===== src/hw/l2k_isa_pkg.sv =====
/*
 * Limn2600 integer ISA definitions
 * Instruction field encodings, opcode classes, ALU, branch,
 * shift and transfer size codes used by the core
 */

`default_nettype none

package l2k_isa_pkg;

    typedef logic [31:0] word_t;   // Data word or byte address
    typedef logic [4:0]  regno_t;  // General register number

    // Register group reuses code 0 as NOR
    typedef enum logic [2:0] {
        ALU_LUI  = 3'd0,
        ALU_OR   = 3'd1,
        ALU_XOR  = 3'd2,
        ALU_AND  = 3'd3,
        ALU_SLTS = 3'd4,  // Signed compare
        ALU_SLT  = 3'd5,  // Unsigned compare
        ALU_SUB  = 3'd6,
        ALU_ADD  = 3'd7
    } alu_op_t;

    // Condition is tested on ra alone
    typedef enum logic [2:0] {
        BR_ODD  = 3'd0,
        BR_EVEN = 3'd1,
        BR_LE   = 3'd2,
        BR_GE   = 3'd3,
        BR_GT   = 3'd4,
        BR_LT   = 3'd5,
        BR_NEZ  = 3'd6,
        BR_EQZ  = 3'd7
    } br_cond_t;

    typedef enum logic [1:0] {
        SH_LEFT  = 2'd0,
        SH_RIGHT = 2'd1,
        SH_ARITH = 2'd2,
        SH_ROR   = 2'd3
    } shift_mode_t;

    typedef logic [1:0] mem_size_t;  // Inverse of the transfer size field

    ////////////////////
    // Opcode classes, matched on inst[5:0]
    localparam logic [2:0] OPC_IMM_ALU = 3'b100;     // inst[2:0]
    localparam logic [2:0] OPC_BRANCH  = 3'b101;     // inst[2:0]
    localparam logic [1:0] OPC_JAL     = 2'b11;      // inst[2:1], bit 0 is link
    localparam logic [2:0] OPC_STORE   = 3'b010;     // inst[2:0]
    localparam logic [5:0] OPC_JALR    = 6'b111000;
    localparam logic [5:0] OPC_REG_ALU = 6'b111001;
    localparam logic [5:0] OPC_PRIV    = 6'b101001;
    localparam logic [3:0] GRP_HLT     = 4'b1100;    // inst[31:28] in privileged group

    localparam regno_t REG_LR = 5'd31;  // Link target of JAL

endpackage

`default_nettype wire


===== src/hw/l2k_uop_pkg.sv =====
/*
 * Micro-operation types
 * What decode hands to execute once the opcode is classified
 */

`default_nettype none

package l2k_uop_pkg;

    typedef enum logic [2:0] {
        UOP_NONE,    // Bubble or unsupported opcode
        UOP_ALU,     // Immediate or register ALU, LUI
        UOP_NOR,
        UOP_BRANCH,
        UOP_JAL,
        UOP_JALR,
        UOP_STORE,
        UOP_HALT
    } uop_kind_t;

    // Second ALU operand source
    typedef enum logic {
        SRC_IMM,
        SRC_SHIFTED_REG
    } src_b_t;

endpackage

`default_nettype wire


===== src/hw/l2k_fetch.sv =====
/*
 * Fetch stage
 * Holds the program counter and drives the synchronous instruction
 * port, tracking validity of the fetch in flight across redirects
 * and halt
 */

`timescale 1ns/1ps
`default_nettype none

module l2k_fetch #(
    parameter l2k_isa_pkg::word_t RESET_PC = 32'hFFFE_0000
) (
    input  logic               clk,
    input  logic               rst,
    input  logic               redirect,
    input  l2k_isa_pkg::word_t redirect_pc,
    input  logic               halt_req,
    output l2k_isa_pkg::word_t imem_addr,
    output logic               inst_valid,
    output l2k_isa_pkg::word_t inst_pc,
    output logic               halted
);
    import l2k_isa_pkg::*;

    word_t pc;

    assign imem_addr = pc;  // Data returns next cycle

    always_ff @(posedge clk) begin
        if (rst) begin
            pc         <= RESET_PC;
            inst_valid <= 1'b0;
            halted     <= 1'b0;
        end else begin
            // Arriving word is dropped when execute takes a jump or halts
            inst_valid <= !halted && !redirect && !halt_req;
            if (halt_req) begin
                halted <= 1'b1;
            end
            if (redirect) begin
                pc <= redirect_pc;
            end else if (!halted && !halt_req) begin
                pc <= pc + 32'd4;
            end
        end
    end

    always_ff @(posedge clk) begin
        inst_pc <= pc;  // Address of the word in flight
    end

    // Execute never jumps and halts in the same cycle
    a_redirect_halt_excl: assert property (@(posedge clk) disable iff (rst)
        !(redirect && halt_req));

endmodule

`default_nettype wire


===== src/hw/l2k_regfile.sv =====
/*
 * General register file
 * 32 registers, three combinational reads, one write,
 * r0 always reads zero
 */

`timescale 1ns/1ps
`default_nettype none

module l2k_regfile (
    input  logic                clk,
    input  logic                rst,
    input  l2k_isa_pkg::regno_t rd_addr_a,
    input  l2k_isa_pkg::regno_t rd_addr_b,
    input  l2k_isa_pkg::regno_t rd_addr_c,
    input  logic                wb_enable,
    input  l2k_isa_pkg::regno_t wb_reg,
    input  l2k_isa_pkg::word_t  wb_value,
    output l2k_isa_pkg::word_t  rd_data_a,
    output l2k_isa_pkg::word_t  rd_data_b,
    output l2k_isa_pkg::word_t  rd_data_c
);
    import l2k_isa_pkg::*;

    word_t regs [32];

    assign rd_data_a = (rd_addr_a == '0) ? '0 : regs[rd_addr_a];
    assign rd_data_b = (rd_addr_b == '0) ? '0 : regs[rd_addr_b];
    assign rd_data_c = (rd_addr_c == '0) ? '0 : regs[rd_addr_c];  // ra of stores and branches

    always_ff @(posedge clk) begin
        if (wb_enable) begin
            regs[wb_reg] <= wb_value;
        end
    end

    // Execute filters r0 targets before they reach the write port
    a_no_r0_write: assert property (@(posedge clk) disable iff (rst)
        wb_enable |-> wb_reg != '0);

endmodule

`default_nettype wire


===== src/hw/l2k_decode.sv =====
/*
 * Decode stage
 * Splits the instruction fields, classifies the opcode, reads and
 * forwards register operands, prepares immediates and registers
 * the micro-operation into execute
 */

`timescale 1ns/1ps
`default_nettype none

module l2k_decode (
    input  logic                     clk,
    input  logic                     rst,
    input  logic                     inst_valid,
    input  l2k_isa_pkg::word_t       inst_pc,
    input  l2k_isa_pkg::word_t       imem_data,
    input  logic                     redirect,
    input  logic                     halt_req,
    input  l2k_isa_pkg::word_t       rd_data_a,
    input  l2k_isa_pkg::word_t       rd_data_b,
    input  l2k_isa_pkg::word_t       rd_data_c,
    input  logic                     wb_enable,
    input  l2k_isa_pkg::regno_t      wb_reg,
    input  l2k_isa_pkg::word_t       wb_value,
    output l2k_isa_pkg::regno_t      rd_addr_a,
    output l2k_isa_pkg::regno_t      rd_addr_b,
    output l2k_isa_pkg::regno_t      rd_addr_c,
    output logic                     uop_valid,
    output l2k_uop_pkg::uop_kind_t   uop_kind,
    output l2k_isa_pkg::alu_op_t     alu_op,
    output l2k_uop_pkg::src_b_t      src_b,
    output l2k_isa_pkg::br_cond_t    br_cond,
    output l2k_isa_pkg::shift_mode_t shift_mode,
    output logic [4:0]               shift_amount,
    output l2k_isa_pkg::word_t       op_a,
    output l2k_isa_pkg::word_t       op_b,
    output l2k_isa_pkg::word_t       op_c,
    output l2k_isa_pkg::word_t       imm,
    output l2k_isa_pkg::regno_t      rd,
    output logic                     rd_link,
    output l2k_isa_pkg::mem_size_t   store_size,
    output l2k_isa_pkg::word_t       uop_pc
);
    import l2k_isa_pkg::*;
    import l2k_uop_pkg::*;

    ////////////////////
    // Instruction fields
    logic [5:0]  inst_lo;
    logic [5:0]  inst_hi;
    logic [4:0]  imm5;
    logic [4:0]  imm5_lo;    // Shift amount of the register group
    logic [15:0] imm16;
    logic [20:0] imm21;
    logic [28:0] imm29;
    regno_t      opreg1;
    regno_t      opreg2;
    regno_t      opreg3;
    logic [1:0]  shift_fld;
    logic [1:0]  tsz;        // Transfer size of stores

    assign inst_lo   = imem_data[5:0];
    assign inst_hi   = imem_data[31:26];
    assign imm5      = imem_data[15:11];
    assign imm5_lo   = imem_data[25:21];
    assign imm16     = imem_data[31:16];
    assign imm21     = imem_data[31:11];
    assign imm29     = imem_data[31:3];
    assign opreg1    = imem_data[10:6];
    assign opreg2    = imem_data[15:11];
    assign opreg3    = imem_data[20:16];
    assign shift_fld = imem_data[27:26];
    assign tsz       = imem_data[4:3];

    assign rd_addr_a = opreg2;
    assign rd_addr_b = opreg3;
    assign rd_addr_c = opreg1;

    ////////////////////
    // Operands with writeback forwarding
    word_t fwd_a;
    word_t fwd_b;
    word_t fwd_c;

    assign fwd_a = (wb_enable && wb_reg == opreg2) ? wb_value : rd_data_a;
    assign fwd_b = (wb_enable && wb_reg == opreg3) ? wb_value : rd_data_b;
    assign fwd_c = (wb_enable && wb_reg == opreg1) ? wb_value : rd_data_c;

    uop_kind_t kind_d;
    alu_op_t   alu_op_d;
    src_b_t    src_b_d;
    regno_t    rd_d;
    logic      rd_link_d;
    word_t     imm_d;
    word_t     op_b_d;

    always_comb begin
        kind_d    = UOP_NONE;
        alu_op_d  = alu_op_t'(inst_lo[5:3]);
        src_b_d   = SRC_IMM;
        rd_d      = opreg1;
        rd_link_d = 1'b0;
        imm_d     = {16'b0, imm16};  // ALU immediate is zero extended
        op_b_d    = fwd_b;
        if (inst_lo == OPC_JALR) begin
            kind_d    = UOP_JALR;
            rd_link_d = 1'b1;
            imm_d     = {{14{imm16[15]}}, imm16, 2'b00};
        end else if (inst_lo == OPC_REG_ALU) begin
            src_b_d  = SRC_SHIFTED_REG;
            alu_op_d = alu_op_t'(inst_hi[4:2]);
            if (inst_hi[5:2] == 4'b0000) begin
                kind_d = UOP_NOR;
            end else if (!inst_hi[5]) begin
                kind_d = UOP_ALU;        // Upper half holds memory forms
            end
        end else if (inst_lo == OPC_PRIV) begin
            if (inst_hi[5:2] == GRP_HLT) begin
                kind_d = UOP_HALT;
            end
        end else if (inst_lo[2:1] == OPC_JAL) begin
            kind_d    = UOP_JAL;
            rd_d      = REG_LR;
            rd_link_d = inst_lo[0];
            imm_d     = {1'b0, imm29, 2'b00};
        end else if (inst_lo[2:0] == OPC_BRANCH) begin
            kind_d = UOP_BRANCH;
            imm_d  = {{9{imm21[20]}}, imm21, 2'b00};
        end else if (inst_lo[2:0] == OPC_IMM_ALU) begin
            kind_d = UOP_ALU;
        end else if (inst_lo[2:0] == OPC_STORE) begin
            kind_d = UOP_STORE;
            imm_d  = {16'b0, imm16} << ~tsz;
            op_b_d = inst_lo[5] ? fwd_a : {27'b0, imm5};  // Store data
        end
    end

    always_ff @(posedge clk) begin
        if (rst) begin
            uop_valid <= 1'b0;
        end else begin
            uop_valid <= inst_valid && !redirect && !halt_req;  // Killed by jump or halt
        end
    end

    always_ff @(posedge clk) begin
        uop_kind     <= kind_d;
        alu_op       <= alu_op_d;
        src_b        <= src_b_d;
        br_cond      <= br_cond_t'(inst_lo[5:3]);
        shift_mode   <= shift_mode_t'(shift_fld);
        shift_amount <= imm5_lo;
        op_a         <= fwd_a;
        op_b         <= op_b_d;
        op_c         <= fwd_c;
        imm          <= imm_d;
        rd           <= rd_d;
        rd_link      <= rd_link_d;
        store_size   <= ~tsz;
        uop_pc       <= inst_pc;
    end

    // Program holds only the supported opcode set
    a_known_opcode: assert property (@(posedge clk) disable iff (rst)
        (inst_valid && !redirect && !halt_req) |-> kind_d != UOP_NONE);

endmodule

`default_nettype wire


===== src/hw/l2k_execute.sv =====
/*
 * Execute stage
 * ALU, shifter and branch compare, jump targets, register writeback
 * and the registered store port
 */

`timescale 1ns/1ps
`default_nettype none

module l2k_execute (
    input  logic                     clk,
    input  logic                     rst,
    input  logic                     uop_valid,
    input  l2k_uop_pkg::uop_kind_t   uop_kind,
    input  l2k_isa_pkg::alu_op_t     alu_op,
    input  l2k_uop_pkg::src_b_t      src_b,
    input  l2k_isa_pkg::br_cond_t    br_cond,
    input  l2k_isa_pkg::shift_mode_t shift_mode,
    input  logic [4:0]               shift_amount,
    input  l2k_isa_pkg::word_t       op_a,
    input  l2k_isa_pkg::word_t       op_b,
    input  l2k_isa_pkg::word_t       op_c,
    input  l2k_isa_pkg::word_t       imm,
    input  l2k_isa_pkg::regno_t      rd,
    input  logic                     rd_link,
    input  l2k_isa_pkg::mem_size_t   store_size,
    input  l2k_isa_pkg::word_t       uop_pc,
    output logic                     wb_enable,
    output l2k_isa_pkg::regno_t      wb_reg,
    output l2k_isa_pkg::word_t       wb_value,
    output logic                     redirect,
    output l2k_isa_pkg::word_t       redirect_pc,
    output logic                     halt_req,
    output logic                     write_enable,
    output l2k_isa_pkg::word_t       write_addr,
    output l2k_isa_pkg::word_t       write_value,
    output l2k_isa_pkg::mem_size_t   write_size
);
    import l2k_isa_pkg::*;
    import l2k_uop_pkg::*;

    function automatic word_t shift_op(word_t v, logic [4:0] n, shift_mode_t m);
        logic [63:0] rot;
        rot = {v, v} >> n;
        case (m)
            SH_LEFT:  return v << n;
            SH_RIGHT: return v >> n;
            SH_ARITH: return word_t'($signed(v) >>> n);
            default:  return rot[31:0];  // Rotate right
        endcase
    endfunction

    function automatic word_t alu(alu_op_t op, word_t a, word_t b);
        case (op)
            ALU_ADD:  return a + b;
            ALU_SUB:  return a - b;
            ALU_SLT:  return {31'b0, a < b};
            ALU_SLTS: return {31'b0, $signed(a) < $signed(b)};
            ALU_AND:  return a & b;
            ALU_XOR:  return a ^ b;
            ALU_OR:   return a | b;
            default:  return a | (b << 16);  // LUI
        endcase
    endfunction

    function automatic logic br_taken(br_cond_t c, word_t a);
        case (c)
            BR_EQZ:  return a == '0;
            BR_NEZ:  return a != '0;
            BR_LT:   return $signed(a) < 0;
            BR_GT:   return $signed(a) > 0;
            BR_GE:   return $signed(a) >= 0;
            BR_LE:   return $signed(a) <= 0;
            BR_EVEN: return !a[0];
            default: return a[0];
        endcase
    endfunction

    word_t shifted;
    word_t alu_b;
    logic  is_jump;
    logic  writes;

    assign shifted = shift_op(op_b, shift_amount, shift_mode);
    assign alu_b   = (src_b == SRC_IMM) ? imm : shifted;

    ////////////////////
    // Writeback at the edge closing this cycle
    assign is_jump = uop_kind == UOP_JAL || uop_kind == UOP_JALR;
    assign writes  = uop_kind == UOP_ALU || uop_kind == UOP_NOR || (is_jump && rd_link);

    assign wb_enable = uop_valid && writes && rd != '0;  // r0 writes discarded
    assign wb_reg    = rd;

    always_comb begin
        case (uop_kind)
            UOP_NOR: wb_value = ~(op_a | shifted);
            UOP_JAL, UOP_JALR: wb_value = uop_pc + 32'd4;
            default: wb_value = alu(alu_op, op_a, alu_b);
        endcase
    end

    ////////////////////
    // Control flow
    always_comb begin
        case (uop_kind)
            UOP_JAL:  redirect_pc = {uop_pc[31], 31'b0} | imm;  // Stays in the same half
            UOP_JALR: redirect_pc = op_a + imm;
            default:  redirect_pc = uop_pc + imm;
        endcase
    end

    assign redirect = uop_valid && (is_jump || (uop_kind == UOP_BRANCH && br_taken(br_cond, op_c)));
    assign halt_req = uop_valid && uop_kind == UOP_HALT;

    ////////////////////
    // Store port
    always_ff @(posedge clk) begin
        if (rst) begin
            write_enable <= 1'b0;
        end else begin
            write_enable <= uop_valid && uop_kind == UOP_STORE;
        end
    end

    always_ff @(posedge clk) begin
        write_addr  <= op_c + imm;  // Offset already scaled by size
        write_value <= op_b;
        write_size  <= store_size;
    end

    // Back-to-back pulses come from two different stores
    a_store_pulse: assert property (@(posedge clk) disable iff (rst)
        (write_enable && $past(write_enable)) |-> $past(uop_pc) != $past(uop_pc, 2));

endmodule

`default_nettype wire


===== src/hw/l2k_core.sv =====
/*
 * Limn2600 integer core top level
 * Three stage pipeline of fetch, decode and execute around the
 * register file
 */

`timescale 1ns/1ps
`default_nettype none

module l2k_core #(
    parameter l2k_isa_pkg::word_t RESET_PC = 32'hFFFE_0000
) (
    input  logic                   clk,
    input  logic                   rst,
    input  l2k_isa_pkg::word_t     imem_data,
    output l2k_isa_pkg::word_t     imem_addr,
    output logic                   write_enable,
    output l2k_isa_pkg::word_t     write_addr,
    output l2k_isa_pkg::word_t     write_value,
    output l2k_isa_pkg::mem_size_t write_size,
    output logic                   halted
);
    import l2k_isa_pkg::*;
    import l2k_uop_pkg::*;

    logic        inst_valid;
    word_t       inst_pc;
    regno_t      rd_addr_a;
    regno_t      rd_addr_b;
    regno_t      rd_addr_c;
    word_t       rd_data_a;
    word_t       rd_data_b;
    word_t       rd_data_c;
    logic        uop_valid;
    uop_kind_t   uop_kind;
    alu_op_t     alu_op;
    src_b_t      src_b;
    br_cond_t    br_cond;
    shift_mode_t shift_mode;
    logic [4:0]  shift_amount;
    word_t       op_a;
    word_t       op_b;
    word_t       op_c;
    word_t       imm;
    regno_t      rd;
    logic        rd_link;
    mem_size_t   store_size;
    word_t       uop_pc;
    logic        wb_enable;
    regno_t      wb_reg;
    word_t       wb_value;
    logic        redirect;
    word_t       redirect_pc;
    logic        halt_req;

    l2k_fetch #(.RESET_PC(RESET_PC)) fetch_i (
        .clk, .rst, .redirect, .redirect_pc, .halt_req,
        .imem_addr, .inst_valid, .inst_pc, .halted
    );

    l2k_decode decode_i (
        .clk, .rst, .inst_valid, .inst_pc, .imem_data, .redirect, .halt_req,
        .rd_data_a, .rd_data_b, .rd_data_c, .wb_enable, .wb_reg, .wb_value,
        .rd_addr_a, .rd_addr_b, .rd_addr_c,
        .uop_valid, .uop_kind, .alu_op, .src_b, .br_cond, .shift_mode, .shift_amount,
        .op_a, .op_b, .op_c, .imm, .rd, .rd_link, .store_size, .uop_pc
    );

    l2k_regfile regfile_i (
        .clk, .rst, .rd_addr_a, .rd_addr_b, .rd_addr_c,
        .wb_enable, .wb_reg, .wb_value,
        .rd_data_a, .rd_data_b, .rd_data_c
    );

    l2k_execute execute_i (
        .clk, .rst,
        .uop_valid, .uop_kind, .alu_op, .src_b, .br_cond, .shift_mode, .shift_amount,
        .op_a, .op_b, .op_c, .imm, .rd, .rd_link, .store_size, .uop_pc,
        .wb_enable, .wb_reg, .wb_value, .redirect, .redirect_pc, .halt_req,
        .write_enable, .write_addr, .write_value, .write_size
    );

endmodule

`default_nettype wire


===== config.mk =====
export PLATFORM = sky130hd
export DESIGN_NAME = l2k_core
export DESIGN_NICKNAME = d
export VERILOG_FILES = /design/src/hw/l2k_isa_pkg.sv /design/src/hw/l2k_uop_pkg.sv /design/src/hw/l2k_fetch.sv /design/src/hw/l2k_regfile.sv /design/src/hw/l2k_decode.sv /design/src/hw/l2k_execute.sv /design/src/hw/l2k_core.sv
export SDC_FILE = /design/constraint.sdc
export NUM_CORES = 2
export LEC_CHECK = 0
export ABC_AREA = 0
export BUFFER_PORTS_ARGS = -buffer_cell sky130_fd_sc_hd__buf_2
export CAP_MARGIN = 10
export CORE_AREA = 2 2 431 433
export CTS_CLUSTER_DIAMETER = 40
export CTS_CLUSTER_SIZE = 24
export DETAILED_ROUTE_END_ITERATION = 7
export DIE_AREA = 0 0 433 435
export PLACE_DENSITY = 0.68
export SLEW_MARGIN = 20
export SYNTH_ARGS = -nofsm -noshare
export SYNTH_HDL_FRONTEND = slang
export SYNTH_HIERARCHICAL = 1
export SYNTH_SLANG_ARGS = --single-unit

===== constraint.sdc =====
create_clock -name clk -period 6.15 [get_ports clk]
set_clock_uncertainty 0.05 [all_clocks]
set_input_delay 0.615 -clock clk [delete_from_list [all_inputs] [get_ports clk]]
set_output_delay 0.615 -clock clk [all_outputs]
set_load 0.1 [all_outputs]

# == Word-level counts from Yosys, hierarchy flattened ==
# Memory sizes are Yosys's and may differ from the RTL's.
# Cells that the tools add are included.
# classes
n_div,0
muxes,50
reduce_logical,33
eq_ne,34
n_bitwise,8
n_lt_le_gt_ge,6
shift,5
addsub,7
n_mul,0
# ops
operator,count
$mux 32,24
$pmux 32 s7,1
$add 32x32->32,4
$or 32x32->32,4
$pmux 32 s2,2
$pmux 32 s3,1
$add 32x3->32 const B,2
$lt 32x32->1,2
$shr 64x5->32,1
$eq 3x3->1 const B,14
$and 32x32->32,1
$ge 32x1->1 const B,1
$gt 32x1->1 const B,1
$le 32x1->1 const B,1
$logic_not 32->1,1
$lt 32x1->1 const B,1
$not 32->32,1
$reduce_bool 32->1,1
$shl 16x2->32,1
$shl 32x5->32,1
$shr 32x5->32,1
$sshr 32x5->32,1
$sub 32x32->32,1
$xor 32x32->32,1
21 further kinds,74
# word_totals
rom_bits,0
n_memories,1
regBits,319
ramBits,1024
latch_bits,0
input_bits,34
# mem_list
memory,words,width,rd,rd_clocked_by_memory_dff,wr,line_no,rtl
regfile_i.regs,32,32,3,0,1,l2k_regfile.sv:25,word_t regs [32];

# == Depth between registers and ports, before layout ==
# depth
depth_word,16
mapped_depth,27
depth_no_buf,24

# == Hierarchy ==
# The synthesis kept the hierarchy.
# modules_own_cells
mod,cells_per_inst,area_per_inst_um2,instances
l2k_regfile,3231,56165.1,1
l2k_execute,2248,16241.8,1
l2k_decode,671,7181.9,1
l2k_fetch,270,2687.6,1

# == Worst setup path before layout ==
# OpenSTA, ideal clock, no wires.
# synth_timing
kind,flip-flop to flip-flop
from,register decode_i.shift_amount[0]
to,"memory regfile_i/regs[0][25] in the netlist's numbering, data pin"
required_ns,5.597
stages_incl_launch_ff,22
path_slack_ns,-0.538
path_buffers,3
arrival_ns,6.134
setup_ns,0.503
path_cell_list,dfxtp_1 > buf_6 > buf_4 > mux4_2 > nor2_1 > a21oi_1 > mux2_2 > o31ai_1 > nor2_1 > mux2_2 > inv_1 > ha_1 > clkbuf_1 > or4_1 > a2111oi_0 > nor4_1 > nor2_1 > a2111oi_4 > nor4_1 > o41ai_2 > xnor2_1 > o31ai_1
# synth_between
elab_chain_len,6
elab_cells_between_ends,16
classes_between,2 x add/sub; 4 x shift; 4 x mux; 6 x bitwise
# synth_rtl
item,line_no,rtl
"start, declared",l2k_decode.sv:34,"output logic [4:0] shift_amount,"
"start signal, assigned",l2k_decode.sv:152,shift_amount <= imm5_lo;
$shr 64x5->32 (tied with other cells),l2k_execute.sv:44,"rot = {v, v} >> n;"
$pmux 32 s3 *,l2k_execute.sv:45,case (m)
$mux 32,l2k_execute.sv:85,assign alu_b = (src_b == SRC_IMM) ? imm : shifted;
$sub 32x32->32 (tied with other cells),l2k_execute.sv:56,ALU_SUB: return a - b;
$pmux 32 s7,l2k_execute.sv:54,case (op)
$pmux 32 s2 *,l2k_execute.sv:96,case (uop_kind)
via wb_value[25],l2k_core.sv:51,word_t wb_value;
"end, declared",l2k_regfile.sv:25,
# The timed path passes the listed nets; every way through them passes the cells marked *.

# == Worst setup path after layout ==
# layout_timing
from,register decode_i.shift_amount[0]
to,register decode_i.op_b[24]
# layout_between
elab_chain_len,15
elab_cells_between_ends,26
classes_between,2 x add/sub; 4 x shift; 14 x mux; 6 x bitwise
# layout_rtl
item,line_no,rtl
$shr 64x5->32 (tied with other cells),l2k_execute.sv:44,
$pmux 32 s3 *,l2k_execute.sv:45,
$mux 32,l2k_execute.sv:85,
$sub 32x32->32 (tied with other cells),l2k_execute.sv:56,
$pmux 32 s7,l2k_execute.sv:54,
$pmux 32 s2 *,l2k_execute.sv:96,
via wb_value[24],l2k_core.sv:51,
$mux 32,l2k_decode.sv:85,assign fwd_a = (wb_enable && wb_reg == opreg2) ? wb_value : rd_data_a;
$mux 32,l2k_decode.sv:134,"op_b_d = inst_lo[5] ? fwd_a : {27'b0, imm5};"
$mux 32,l2k_decode.sv:131,end else if (inst_lo[2:0] == OPC_STORE) begin
$mux 32,l2k_decode.sv:129,end else if (inst_lo[2:0] == OPC_IMM_ALU) begin
$mux 32,l2k_decode.sv:126,end else if (inst_lo[2:0] == OPC_BRANCH) begin
$mux 32,l2k_decode.sv:121,end else if (inst_lo[2:1] == OPC_JAL) begin
$mux 32,l2k_decode.sv:117,end else if (inst_lo == OPC_PRIV) begin
$mux 32,l2k_decode.sv:109,end else if (inst_lo == OPC_REG_ALU) begin
$mux 32 *,l2k_decode.sv:105,if (inst_lo == OPC_JALR) begin
via decode_i.op_b_d[24],l2k_decode.sv:95,word_t op_b_d;
"end signal, assigned",l2k_decode.sv:154,op_b <= op_b_d;
"end, declared",l2k_decode.sv:36,"output l2k_isa_pkg::word_t op_b,"
# Marked as above.
# A chain may end at the register's enable or synchronous reset.

==> summary.md <==
| Metric | Value |
|---|---|
| Area delta synth->final | 18.8% |
| Number of global-route vias before repair | 65.8k |
| Via count | 68.4k |
| Net count reported at finish | 7146 |
| Synth unique cells | 108 |
| P_sw | 0.0100 W |
| Sw Ratio | 0.336 |
| Worst VDD drop | 0.372 mV |
| CTS tree | yes |
| Iter 0 DRT Violations | 12.0k |
| GR Overflow Total | 0 |
| Largest net degree at the start of global routing | 86 |
| Non-filler cells, final | 9608 |
| Overall Power | 0.0299 W |
| # rows | 158 |
| Later-pin clock latency in the skew report | 0.89 ns |
| DR WL/cell | 35.9 µm |
| Status | complete, no violations |
| Routed Wire Length | 345 mm |
| Die W | 433 µm |
| CTS max path bufs | 3 |
| Starting density of the core | 0.447 |
| RSZ-0062 raised after global routing | true |
| Synth Flop Type | edfxtp_1 |
| Fin. max-slew vios | 0 |
| Post-Syn Area | 0.0823 mm² |
| GRT Total Usage | 0.356 |
| TritonCTS Buffers | 201 |
| Largest stage delay on the critical path | 0.57 ns |
| Proportion of layout cells with a drive suffix above 1 | 0.318 |
| Via density per instance | 7.12 |
| Worst setup SP type | flop |
| Placed Cells incl. Taps | 9186 |
| Synth warn | 6 |
| Floorplan Core Area | 0.184 mm² |
| Slew headroom | 0.0489 |
| Mapped Cells | 6420 |
| CP required | 6.84 ns |
| Die Height | 435 µm |
| Largest cells by area after synthesis | edfxtp_1 37%, mux4_2 16%, dfxtp_1 7.8% |
| IO Port Bufs | 133 |
| Number of enable flip-flop cells after synthesis | 1024 |
| DRT Pass-1 Iters | 8 |
| DRC | 0 |
| Endpoints failing setup | 0 |
| Clk sink count | 1343 |
| Hold Path Class | in -> reg |
| Final Cycle Share | 0.983 |
| Mapped Nets | 6631 |
| Critical path type | reg -> reg |
| Maximum capacitance violations | 0 |
| CP max-delay cell | mux4_2 |
| Routability cong. | 1.03 |
| Seq/Total Area, Yosys | 0.451 |
| Post-route ant nets | 0 |
| PD cells | 306 mW/mm² |
| Clk root buf | clkbuf_16 |
| Cell leakage power | 35.2 nW |
| Final hold vios | 0 |
| Power Internal | 0.0198 W |
| Fraction of registers with async set/reset | 0 |
| HPWL Detailed | 227 mm |
| Crit path arrival time | 6.74 ns |
| Flop pwr share | 0.361 |
| FF+latch count, synth | 1343 |
| Global-route wire length before repair | 481 mm |
| Clock group share of total power | 0.387 |
| Most used cell, CP | buf_4 |
| Slew at the pin closest to its max-slew limit | 1.42 ns |
| Setup TNS | 0 ns |
| Utilization after layout | 0.531 |
| Clock transition at path regs | 0.06 ns |
| Avg Synthesized Cell Area | 12.8 µm² |
| Critical path capture point type | flop |
| Area leader, netlist | edfxtp_1 |
| Top-area cell type share of the netlist area | 0.374 |
| Initial antenna violation count | 38 |
| Comb power frac | 0.253 |
| Ports | 134 |
| Die ar. | 0.188 mm² |
| H-Tree Depth | 4 |
| Worst-path fanout max | 9 |
| Max Clk Rate | 165 MHz |
| Post-layout min period | 6.05 ns |
-- cell families after synthesis --
logic type | count (synthesis) | share of synthesized area
compound gates | 1551 | 0.132
mux | 1330 | 0.265
simple gates | 1180 | 0.0697
xor+xnor | 134 | 0.0143
buf+inv | 705 | 0.0412
fa+ha+maj | 177 | 0.0273
flops | 1343 | 0.451
-- routing by layer --
layer,global-route usage,up-vias,share of wire
met5,0,-,0.00080
met4,0.256,38,0.086
met3,0.133,1536,0.15
met2,0.518,5997,0.43
met1,0.435,33746,0.34
li1,-,27097,-
-- cell usage in the layout (no fill, tap or decap), types with 58 or more instances in the layout --
| master | instances |
|---|---|
| dfxtp_1 | 311 |
| a211oi_1 | 133 |
| mux4_2 | 583 |
| mux2i_1 | 492 |
| mux2_2 | 191 |
| a311oi_1 | 63 |
| clkbuf_16 | 203 |
| a21oi_1 | 272 |
| o21ai_0 | 291 |
| nor3_1 | 88 |
| nor2b_1 | 88 |
| a22oi_1 | 107 |
| nor2_1 | 293 |
| nand3_1 | 67 |
| nand4_1 | 58 |
| buf_12 | 60 |
| buf_4 | 667 |
| nand2_1 | 322 |
| ha_1 | 169 |
| o221ai_1 | 77 |
| buf_2 | 123 |
| xnor2_1 | 77 |
| a221oi_1 | 107 |
| edfxtp_1 | 1024 |
| inv_1 | 136 |
-- critical path: cells and delay by family (launching register included) --
| kind | cells | cell delay (ns) |
|---|---|---|
| flops | 1 | 0.45 |
| simple gates | 6 | 0.70 |
| buf+inv | 8 | 1.22 |
| compound gates | 10 | 2.17 |
| mux | 3 | 0.96 |
| fa+ha+maj | 1 | 0.38 |
-- power groups by stage --
stage / clock network, W / registers, W / logic (W)
after CTS: 0.0116 / 0.0108 / 0.00717
after floorplan: 0 / 0.0117 / 0.00335
after global placement: 0 / 0.0109 / 0.00705
after detailed placement: 0 / 0.0109 / 0.00708
final: 0.0116 / 0.0108 / 0.00754
after global routing: 0.0120 / 0.0108 / 0.00780
-- registers in the layout (all words and copies together), names as in the netlist, 32 cells and up --
register               cells
decode_i/uop_pc           32
fetch_i/imem_addr         32
decode_i/op_c             32
decode_i/op_b             32
execute_i/write_value     32
regfile_i/regs          1024
decode_i/op_a             32
decode_i/imm              32
execute_i/write_addr      32
fetch_i/inst_pc           32
-- cells in the mapped netlist (all sizes together) (142+ instances only) --
library cell	count
buf	264
mux2i	498
dfxtp	319
mux4	639
ha	173
a21oi	286
a221oi	145
nand2	324
a211oi	142
inv	142
edfxtp	1024
clkbuf	294
mux2	193
nor2	338
o21ai	340
-- cell type report --
cell class                 count  area [µm²]
clock buffer                 221        5160
clock inverter               160        1710
inverter                     147         554
multi-input combinational   4372       42900
fill                       15178       86300
tap                         2480        3100
sequential                  1343       37200
timing repair buffer         870        7080
antenna                       15        37.5
-- stage by stage --
stage          area (µm²)  setup WS, ns  hold WS [ns]
2_1_floorplan       82300        0.0220         0.260
3_3_place_gp        89900        -0.855         0.261
3_5_place_dp        89900        -0.802         0.262
4_1_cts             97000       0.00380        0.0298
5_1_grt             97700        -0.101        0.0390
6_report            97700         0.104        0.0724
-- path summary, 6_finish.rpt --
check / startpoint / to / slack, ns / depth (start not counted)
max: decode_i/shift_amount[0] / decode_i/op_b[24] / 0.10 / 28
min reg2reg: fetch_i/inst_pc[30] / decode_i/uop_pc[30] / 0.24 / 0
min: imem_data[31] / decode_i/imm[31] / 0.07 / 2
max reg2reg: decode_i/shift_amount[0] / decode_i/op_b[24] / 0.10 / 28
-- timing repair --
action                                 in CTS  in global routing
cloned                                      0                  1
resized for setup                          33                106
setup buffers                               9                 15
pin swaps                                   6                 33
endpoints found under the hold margin       1                  0
hold buffers                                1                  0
setup endpoints to repair                 733                688
Note: power is estimated with default switching activity, not from simulation.
